[src/verilog/hazardPkg.sv]
package hazardPkg;

    localparam int regAddrW = 5;

    typedef logic [regAddrW-1:0] regAddrT;

    localparam regAddrT regZero = '0;    // Reads as zero and never creates a hazard.

    // Operand source for the forwarding muxes in decode and execute.
    typedef enum logic [1:0] {
        fwdNone  = 2'b00,    // Value comes from the register file.
        fwdFromW = 2'b01,
        fwdFromM = 2'b10
    } fwdSelT;

    // Instruction held in execute.
    typedef struct packed {
        regAddrT ra1;
        regAddrT ra2;
        regAddrT dst;
        logic    wr;
        logic    memRead;
        logic    multiAlu;
    } eStageT;

    // Instruction held in memory.
    typedef struct packed {
        regAddrT dst;
        logic    wr;
        logic    memRead;
        logic    multiAlu;    // Result came from the multi-cycle unit.
    } mStageT;

    // Instruction held in writeback.
    typedef struct packed {
        regAddrT dst;
        logic    wr;
    } wStageT;

endpackage

[src/verilog/forwardSelect.sv]
`timescale 1ns/100ps

module forwardSelect
    import hazardPkg::*;
(
    input  regAddrT ra1,
    input  regAddrT ra2,
    input  regAddrT ra1E,
    input  regAddrT ra2E,
    input  regAddrT mDst,
    input  regAddrT wDst,
    input  logic    mWr,
    input  logic    wWr,
    output fwdSelT  fwdAD,
    output fwdSelT  fwdBD,
    output fwdSelT  fwdAE,
    output fwdSelT  fwdBE
);

    // Memory holds the younger result, so it wins over writeback.
    function automatic fwdSelT pickSource(
        input regAddrT src,
        input regAddrT mDstIn,
        input logic    mWrIn,
        input regAddrT wDstIn,
        input logic    wWrIn
    );
        fwdSelT sel;
        sel = fwdNone;
        if (src != regZero) begin
            if (mWrIn && (src == mDstIn)) begin
                sel = fwdFromM;
            end else if (wWrIn && (src == wDstIn)) begin
                sel = fwdFromW;
            end
        end
        return sel;
    endfunction

    always_comb begin
        fwdAD = pickSource(ra1, mDst, mWr, wDst, wWr);
        fwdBD = pickSource(ra2, mDst, mWr, wDst, wWr);
        fwdAE = pickSource(ra1E, mDst, mWr, wDst, wWr);    // Raw, gated later on eWait.
        fwdBE = pickSource(ra2E, mDst, mWr, wDst, wWr);
    end

endmodule

[src/verilog/hazardArbiter.sv]
`timescale 1ns/100ps

module hazardArbiter
    import hazardPkg::*;
(
    input  logic   clk,
    input  logic   rstN,
    input  logic   iWait,
    input  logic   dWait,
    input  logic   eWait,
    input  logic   redirect,
    input  logic   mMultiAlu,
    input  logic   loadUseReq,
    input  logic   branchReq,
    input  logic   multiReq,
    input  fwdSelT fwdAEIn,
    input  fwdSelT fwdBEIn,
    output logic   stallF,
    output logic   stallD,
    output logic   stallE,
    output logic   stallM,
    output logic   flushD,
    output logic   flushE,
    output logic   flushM,
    output fwdSelT forwardAE,
    output fwdSelT forwardBE
);

    logic anyReq;
    logic holdDecode;
    logic gateFwdE;

    assign anyReq     = loadUseReq || branchReq || multiReq;
    assign holdDecode = redirect || branchReq || multiReq;    // Load-use ignored under iWait.

    always_comb begin
        stallF = 1'b0;
        stallD = 1'b0;
        stallE = 1'b0;
        stallM = 1'b0;
        flushD = 1'b0;
        flushE = 1'b0;
        flushM = 1'b0;

        if (eWait) begin
            stallF = 1'b1;
            stallD = 1'b1;
            stallE = 1'b1;
            if (dWait) begin
                stallM = 1'b1;    // Memory stage is busy too, keep it.
            end else begin
                flushM = 1'b1;
            end
        end else if (dWait) begin
            stallF = 1'b1;
            stallD = 1'b1;
            stallE = 1'b1;
            stallM = 1'b1;
        end else if (iWait) begin
            stallF = 1'b1;
            if (holdDecode) begin
                stallD = 1'b1;    // Keep the decode instruction, bubble execute.
                flushE = 1'b1;
            end else begin
                flushD = 1'b1;
            end
        end else begin
            stallF = anyReq;
            stallD = anyReq;
            flushE = anyReq;
            flushD = redirect && !branchReq;
        end
    end

    // Execute operands are frozen during eWait; only a multi-cycle result may feed back.
    assign gateFwdE  = eWait && !mMultiAlu;
    assign forwardAE = gateFwdE ? fwdNone : fwdAEIn;
    assign forwardBE = gateFwdE ? fwdNone : fwdBEIn;

    stallFlushExclE: assert property (
        @(posedge clk) disable iff (!rstN)
        !(flushE && stallE)
    ) else $error("hazardArbiter: execute stalled and flushed together");

    stallOrderME: assert property (
        @(posedge clk) disable iff (!rstN)
        stallM |-> stallE
    ) else $error("hazardArbiter: memory stalled while execute advances");

endmodule

[src/verilog/hazardCore.sv]
`timescale 1ns/100ps

module hazardCore
    import hazardPkg::*;
(
    input  logic    clk,
    input  logic    rstN,
    input  regAddrT decRa1,
    input  regAddrT decRa2,
    input  regAddrT decDst,
    input  logic    decWr,
    input  logic    decMemRead,
    input  logic    decMultiAlu,
    input  logic    decBranchUse,
    input  logic    decRedirect,
    input  logic    iWait,
    input  logic    dWait,
    input  logic    eWait,
    output logic    stallF,
    output logic    stallD,
    output logic    stallE,
    output logic    stallM,
    output logic    flushD,
    output logic    flushE,
    output logic    flushM,
    output fwdSelT  forwardAD,
    output fwdSelT  forwardBD,
    output fwdSelT  forwardAE,
    output fwdSelT  forwardBE
);

    eStageT eIn;
    eStageT eStage;
    mStageT mIn;
    mStageT mStage;
    wStageT wIn;
    wStageT wStage;

    logic   loadUseReq;
    logic   branchReq;
    logic   multiReq;
    fwdSelT fwdAE;
    fwdSelT fwdBE;

    assign eIn = '{ra1: decRa1, ra2: decRa2, dst: decDst, wr: decWr,
                   memRead: decMemRead, multiAlu: decMultiAlu};
    assign mIn = '{dst: eStage.dst, wr: eStage.wr, memRead: eStage.memRead,
                   multiAlu: eStage.multiAlu};
    assign wIn = '{dst: mStage.dst, wr: mStage.wr};

    pipeReg #(.payloadT(eStageT)) eReg_inst (
        .clk    (clk),
        .rstN   (rstN),
        .hold   (stallE),
        .bubble (flushE),
        .d      (eIn),
        .q      (eStage)
    );

    pipeReg #(.payloadT(mStageT)) mReg_inst (
        .clk    (clk),
        .rstN   (rstN),
        .hold   (stallM),
        .bubble (flushM),
        .d      (mIn),
        .q      (mStage)
    );

    // Writeback never holds; a memory stall drains it with a bubble.
    pipeReg #(.payloadT(wStageT)) wReg_inst (
        .clk    (clk),
        .rstN   (rstN),
        .hold   (1'b0),
        .bubble (stallM),
        .d      (wIn),
        .q      (wStage)
    );

    stallDetect stallDetect_inst (
        .clk        (clk),
        .rstN       (rstN),
        .ra1        (decRa1),
        .ra2        (decRa2),
        .branchUse  (decBranchUse),
        .multiAlu   (decMultiAlu),
        .eDst       (eStage.dst),
        .eWr        (eStage.wr),
        .eMemRead   (eStage.memRead),
        .mDst       (mStage.dst),
        .mWr        (mStage.wr),
        .mMemRead   (mStage.memRead),
        .loadUseReq (loadUseReq),
        .branchReq  (branchReq),
        .multiReq   (multiReq)
    );

    forwardSelect forwardSelect_inst (
        .ra1   (decRa1),
        .ra2   (decRa2),
        .ra1E  (eStage.ra1),
        .ra2E  (eStage.ra2),
        .mDst  (mStage.dst),
        .wDst  (wStage.dst),
        .mWr   (mStage.wr),
        .wWr   (wStage.wr),
        .fwdAD (forwardAD),
        .fwdBD (forwardBD),
        .fwdAE (fwdAE),
        .fwdBE (fwdBE)
    );

    hazardArbiter hazardArbiter_inst (
        .clk        (clk),
        .rstN       (rstN),
        .iWait      (iWait),
        .dWait      (dWait),
        .eWait      (eWait),
        .redirect   (decRedirect),
        .mMultiAlu  (mStage.multiAlu),
        .loadUseReq (loadUseReq),
        .branchReq  (branchReq),
        .multiReq   (multiReq),
        .fwdAEIn    (fwdAE),
        .fwdBEIn    (fwdBE),
        .stallF     (stallF),
        .stallD     (stallD),
        .stallE     (stallE),
        .stallM     (stallM),
        .flushD     (flushD),
        .flushE     (flushE),
        .flushM     (flushM),
        .forwardAE  (forwardAE),
        .forwardBE  (forwardBE)
    );

endmodule

[src/verilog/pipeReg.sv]
`timescale 1ns/100ps

module pipeReg #(
    parameter type payloadT = logic [7:0]
) (
    input  logic    clk,
    input  logic    rstN,
    input  logic    hold,
    input  logic    bubble,
    input  payloadT d,
    output payloadT q
);

    // An all-zero record carries no write and no memory read, so it acts as a bubble.
    always_ff @(posedge clk or negedge rstN) begin
        if (!rstN) begin
            q <= '0;
        end else if (bubble) begin
            q <= '0;
        end else if (!hold) begin
            q <= d;
        end
    end

    // A stage is either frozen or emptied in one cycle, never both.
    holdBubbleExcl: assert property (
        @(posedge clk) disable iff (!rstN)
        !(hold && bubble)
    ) else $error("pipeReg: hold and bubble asserted together");

endmodule

[src/verilog/stallDetect.sv]
`timescale 1ns/100ps

module stallDetect
    import hazardPkg::*;
(
    input  logic    clk,
    input  logic    rstN,
    input  regAddrT ra1,
    input  regAddrT ra2,
    input  logic    branchUse,
    input  logic    multiAlu,
    input  regAddrT eDst,
    input  logic    eWr,
    input  logic    eMemRead,
    input  regAddrT mDst,
    input  logic    mWr,
    input  logic    mMemRead,
    output logic    loadUseReq,
    output logic    branchReq,
    output logic    multiReq
);

    logic eMatch1;
    logic eMatch2;
    logic mMatch1;
    logic mMatch2;
    logic earlyDep;
    logic mWrDep;

    assign eMatch1 = (ra1 == eDst);
    assign eMatch2 = (ra2 == eDst);
    assign mMatch1 = (ra1 == mDst);
    assign mMatch2 = (ra2 == mDst);

    // Operands needed in decode that are still being produced in execute,
    // or still being loaded in memory.
    assign earlyDep = (eWr && (eMatch1 || eMatch2))
                    || (mMemRead && (mMatch1 || mMatch2));

    // The multi-cycle unit also waits for any memory-stage result.
    assign mWrDep = mWr && (((ra1 != regZero) && mMatch1)
                         || ((ra2 != regZero) && mMatch2));

    assign loadUseReq = eMemRead && (eDst != regZero) && (eMatch1 || eMatch2);
    assign branchReq  = branchUse && earlyDep;    // Branch compares in decode.
    assign multiReq   = multiAlu && (earlyDep || mWrDep);

    // A load into register zero has no consumer to hold back.
    loadUseNoZero: assert property (
        @(posedge clk) disable iff (!rstN)
        $rose(loadUseReq) |-> (eDst != regZero)
    ) else $error("stallDetect: load-use stall raised on register zero");

endmodule
[config.mk]
export PLATFORM = sky130hd
export DESIGN_NAME = hazardCore
export DESIGN_NICKNAME = d
export VERILOG_FILES = /design/src/verilog/hazardPkg.sv /design/src/verilog/forwardSelect.sv /design/src/verilog/hazardArbiter.sv /design/src/verilog/hazardCore.sv /design/src/verilog/pipeReg.sv /design/src/verilog/stallDetect.sv
export SDC_FILE = /design/constraint.sdc
export NUM_CORES = 1
export LEC_CHECK = 0
export BUFFER_PORTS_ARGS = -buffer_cell sky130_fd_sc_hd__buf_2
export CORE_ASPECT_RATIO = 0.8
export CORE_MARGIN = 5
export CORE_UTILIZATION = 50
export CTS_CLUSTER_DIAMETER = 100
export CTS_CLUSTER_SIZE = 30
export DETAILED_ROUTE_END_ITERATION = 16
export PLACE_DENSITY = 0.84
export SLEW_MARGIN = 20
export SYNTH_ARGS = -nofsm -noshare
export SYNTH_HDL_FRONTEND = slang
export SYNTH_SLANG_ARGS = --single-unit
[constraint.sdc]
create_clock -name clk -period 3.75 [get_ports clk]
set_clock_uncertainty 0.2 [all_clocks]
set_input_delay 0.75 -clock clk [delete_from_list [all_inputs] [get_ports clk]]
set_output_delay 0.75 -clock clk [all_outputs]
set_load 0.005 [all_outputs]
==> impl_metrics.json <==
{
  "status": "completed",
  "clk_pin_slew_worst_paths_ns": 0.06,
  "synth_compound_area_share_pct": 11.3,
  "synth_top_family_by_area": "simple AND/OR/NAND/NOR gates",
  "clock_path_buffers": 2,
  "ys_seq_area_share_pct": 39.7,
  "path_class": "in -> out",
  "hpwl_mm": 4.02,
  "cts_made_buffers": 5,
  "grt-ovfl-total": 0,
  "grt_pass1_vias": 1778,
  "netlist-cell-type-count": 28,
  "finalCritPeriodShare_pct": 95.6,
  "syn_to_final_growth_pct": 17.8,
  "r2r_cells": 8,
  "hold_class": "reg -> reg",
  "crit_arrival_ns": 2.63,
  "drtPass1Iterations": 4,
  "avgSynthCellArea_sq_um": 8.70,
  "synthAdderAreaFrac_pct": 0,
  "vias": 1808,
  "cp_slowest_stage_delay_ns": 0.50,
  "port-buffer-count": 39,
  "grt_use_total_pct": 22.2,
  "cpMaxStageDelayCell": "or4_1",
  "wl_mm": 5.41,
  "antenna_found_initial": 0,
  "crit_path_cell_trace": "buf_2 -> or4_1 -> nor2_1 -> nor4b_1 -> o41ai_2 -> o211ai_1 -> or2_1 -> buf_2",
  "rrSetupSlack_ns": 1.15,
  "cts_hold_buffers": 0,
  "worst_setup_path_start_kind": "primary input",
  "synthMuxAreaShare_pct": 0,
  "ir_worst_vdd_mv": 0.284,
  "io_pins": 40,
  "hold_ws_ns": 0.297,
  "slew_headroom_pct": 51.9,
  "critPathRequiredTime_ns": 2.80,
  "root_buffer": "clkbuf_8",
  "finalSetupViolCount": 0,
  "finalMaxSlewViolations": 0,
  "crit_end": "stallD",
  "rsz0062_at_grt": "no",
  "cts_num_sinks": 32,
  "die_h_um": 66.8,
  "cap_violations": 0,
  "fin_tns_setup_ns": 0,
  "cts_tree": "built",
  "core_area_sq_um": 3850,
  "period_needed_ns": 3.58,
  "r2r_end": "eReg_inst.q[16]$_DFFE_PN0P_",
  "layout.nets": 294,
  "via_per_inst": 5.56,
  "synth_xor_xnor_area_share_pct": 21.7,
  "rows": 20,
  "synth_cells": 232,
  "synth-simple-area-share_pct": 23.4,
  "tightest_slew_ns": 0.721,
  "htree_levels": 2,
  "end_kind": "output port",
  "antenna_cells": 0,
  "synth-seq-cells": 32,
  "power_density_nw_per_um2": 414,
  "dieWidth_um": 81.0,
  "cp_max_fo": 5,
  "drc": 0,
  "crit_start": "decRa2[1]",
  "clock_latency_ns": 0.29,
  "grt_pass1_wl_mm": 8.93,
  "synth_area_sq_um": 2020,
  "wl_per_cell_um": 16.6,
  "max_freq_mhz": 279,
  "cts_setup_buffers": 2,
  "start_util_pct": 52.4,
  "finalHoldViolations": 0,
  "ant_nets": 0,
  "drtIter0Drc": 132,
  "die_area_sq_um": 5410,
  "grt_start_max_net_pins": 33,
  "drive_gt1_share_pct": 20.7,
  "path_common_cell": "buf_2",
  "synth_warnings": 0,
  "syn_nets": 257,
  "p_leak_nw": 1.05,
  "ctsResizeCount": 0,
  "place_congestion": 0.886,
  "worstReg2RegStart": "mReg_inst.q[5]$_DFFE_PN0P_"
}
-- final cells by class --
cell class,count,area (sq um)
Clock buffer,6,72.6
Sequential cell,32,801
Multi-Input combinational cell,182,1140
Inverter,1,3.75
Fill cell,374,1480
Timing Repair Buffer,47,255
Tap cell,55,68.8
Clock inverter,2,35.0
-- kinds of logic after synthesis --
kind of cell	count (synthesis)
buffers and inverters	18
AO/OA/AOI/OAI	36
XOR/XNOR	50
flip-flops	32
AND/OR/NAND/NOR	96
-- state kept, by name (all words and copies together) (netlist names) --
name         cells
mReg_inst.q      8
wReg_inst.q      6
eReg_inst.q     18
-- through the flow --
stage	util [%]	setup WS (ns)	area [sq um]	std cells	power, W
2_1_floorplan	-	0.475	2020	232	0.000583
3_3_place_gp	58.5	0.0671	2250	315	0.000651
3_5_place_dp	58.5	-0.00252	2250	315	0.000661
4_1_cts	61.7	0.207	2380	325	0.000988
5_1_grt	61.7	0.0929	2380	325	0.00104
6_report	61.7	0.166	2380	325	0.000984
-- critical path, delay by kind of cell --
kind	cells	cell delay, ns
buf+inv	2	0.27
compound gates	2	0.61
simple gates	4	1.01
-- worst min path at each step --
stage / startpoint / end / cells after the start / slack (ns)
5_1_grt: eReg_inst.q[0]$_DFFE_PN0P_ / mReg_inst.q[0]$_DFFE_PN0P_ / 1 / 0.34
3_3_place_gp: eReg_inst.q[0]$_DFFE_PN0P_ / eReg_inst.q[0]$_DFFE_PN0P_ / 2 / 0.26
2_1_floorplan: rstN / eReg_inst.q[0]$_DFFE_PN0P_ / 0 / 0.25
4_1_cts: eReg_inst.q[0]$_DFFE_PN0P_ / mReg_inst.q[0]$_DFFE_PN0P_ / 1 / 0.31
6_report: eReg_inst.q[0]$_DFFE_PN0P_ / mReg_inst.q[0]$_DFFE_PN0P_ / 1 / 0.30
3_5_place_dp: eReg_inst.q[0]$_DFFE_PN0P_ / mReg_inst.q[0]$_DFFE_PN0P_ / 1 / 0.29
-- placed cells by master (no fill, tap or decap), types with 2 or more instances in the layout --
cell,Yosys,final
a21oi_1,3,3
xnor2_1,38,38
clkbuf_8,0,5
nor2b_1,11,11
o21ai_0,19,19
nand3_1,8,8
nand4_1,5,5
nor4b_1,2,2
or4_1,6,6
a22o_1,8,8
dfrtp_1,32,32
buf_2,5,39
and3_1,2,2
nor2_1,9,8
nor4_1,4,4
nor3b_1,2,2
o22ai_1,3,3
nand2_1,44,44
buf_4,1,8
xor2_1,12,12
-- Yosys cell counts --
cell type | n | area (sq um)
nand2_1 | 44 | 165
xnor2_1 | 38 | 333
dfrtp_1 | 32 | 801
o21ai_0 | 19 | 95.1
xor2_1 | 12 | 105
nor2b_1 | 11 | 68.8
clkbuf_1 | 10 | 37.5
nor2_1 | 9 | 33.8
a22o_1 | 8 | 70.1
nand3_1 | 8 | 40.0
or4_1 | 6 | 45.0
buf_2 | 5 | 25.0
nand4_1 | 5 | 31.3
nor4_1 | 4 | 25.0
a21oi_1 | 3 | 15.0
o22ai_1 | 3 | 18.8
and3_1 | 2 | 12.5
nor3b_1 | 2 | 15.0
nor4b_1 | 2 | 17.5
a31oi_1 | 1 | 6.26
and2_1 | 1 | 6.26
buf_4 | 1 | 7.51
clkbuf_2 | 1 | 5.00
inv_1 | 1 | 3.75
nor3_1 | 1 | 5.00
o211ai_1 | 1 | 7.51
o41ai_2 | 1 | 16.3
or2_1 | 1 | 6.26
-- routing by layer --
metal / share of wire, % / vias to the layer above / GRT usage [%]
met1: 43 / 858 / 30.4
met3: 9.9 / 10 / 5.27
li1: - / 855 / -
met5: 0 / - / 0
met2: 46 / 85 / 34.0
met4: 1.4 / 0 / 8.23
-- power by group --
group | leakage [nW] | internal (W) | switching (W)
Sequential | 0.423 | 0.000382 | 0.0000643
Combinational | 0.571 | 0.000108 | 0.000106
Clock | 0.0552 | 0.000197 | 0.000127
No activity file was read; power rests on OpenSTA's default activity.
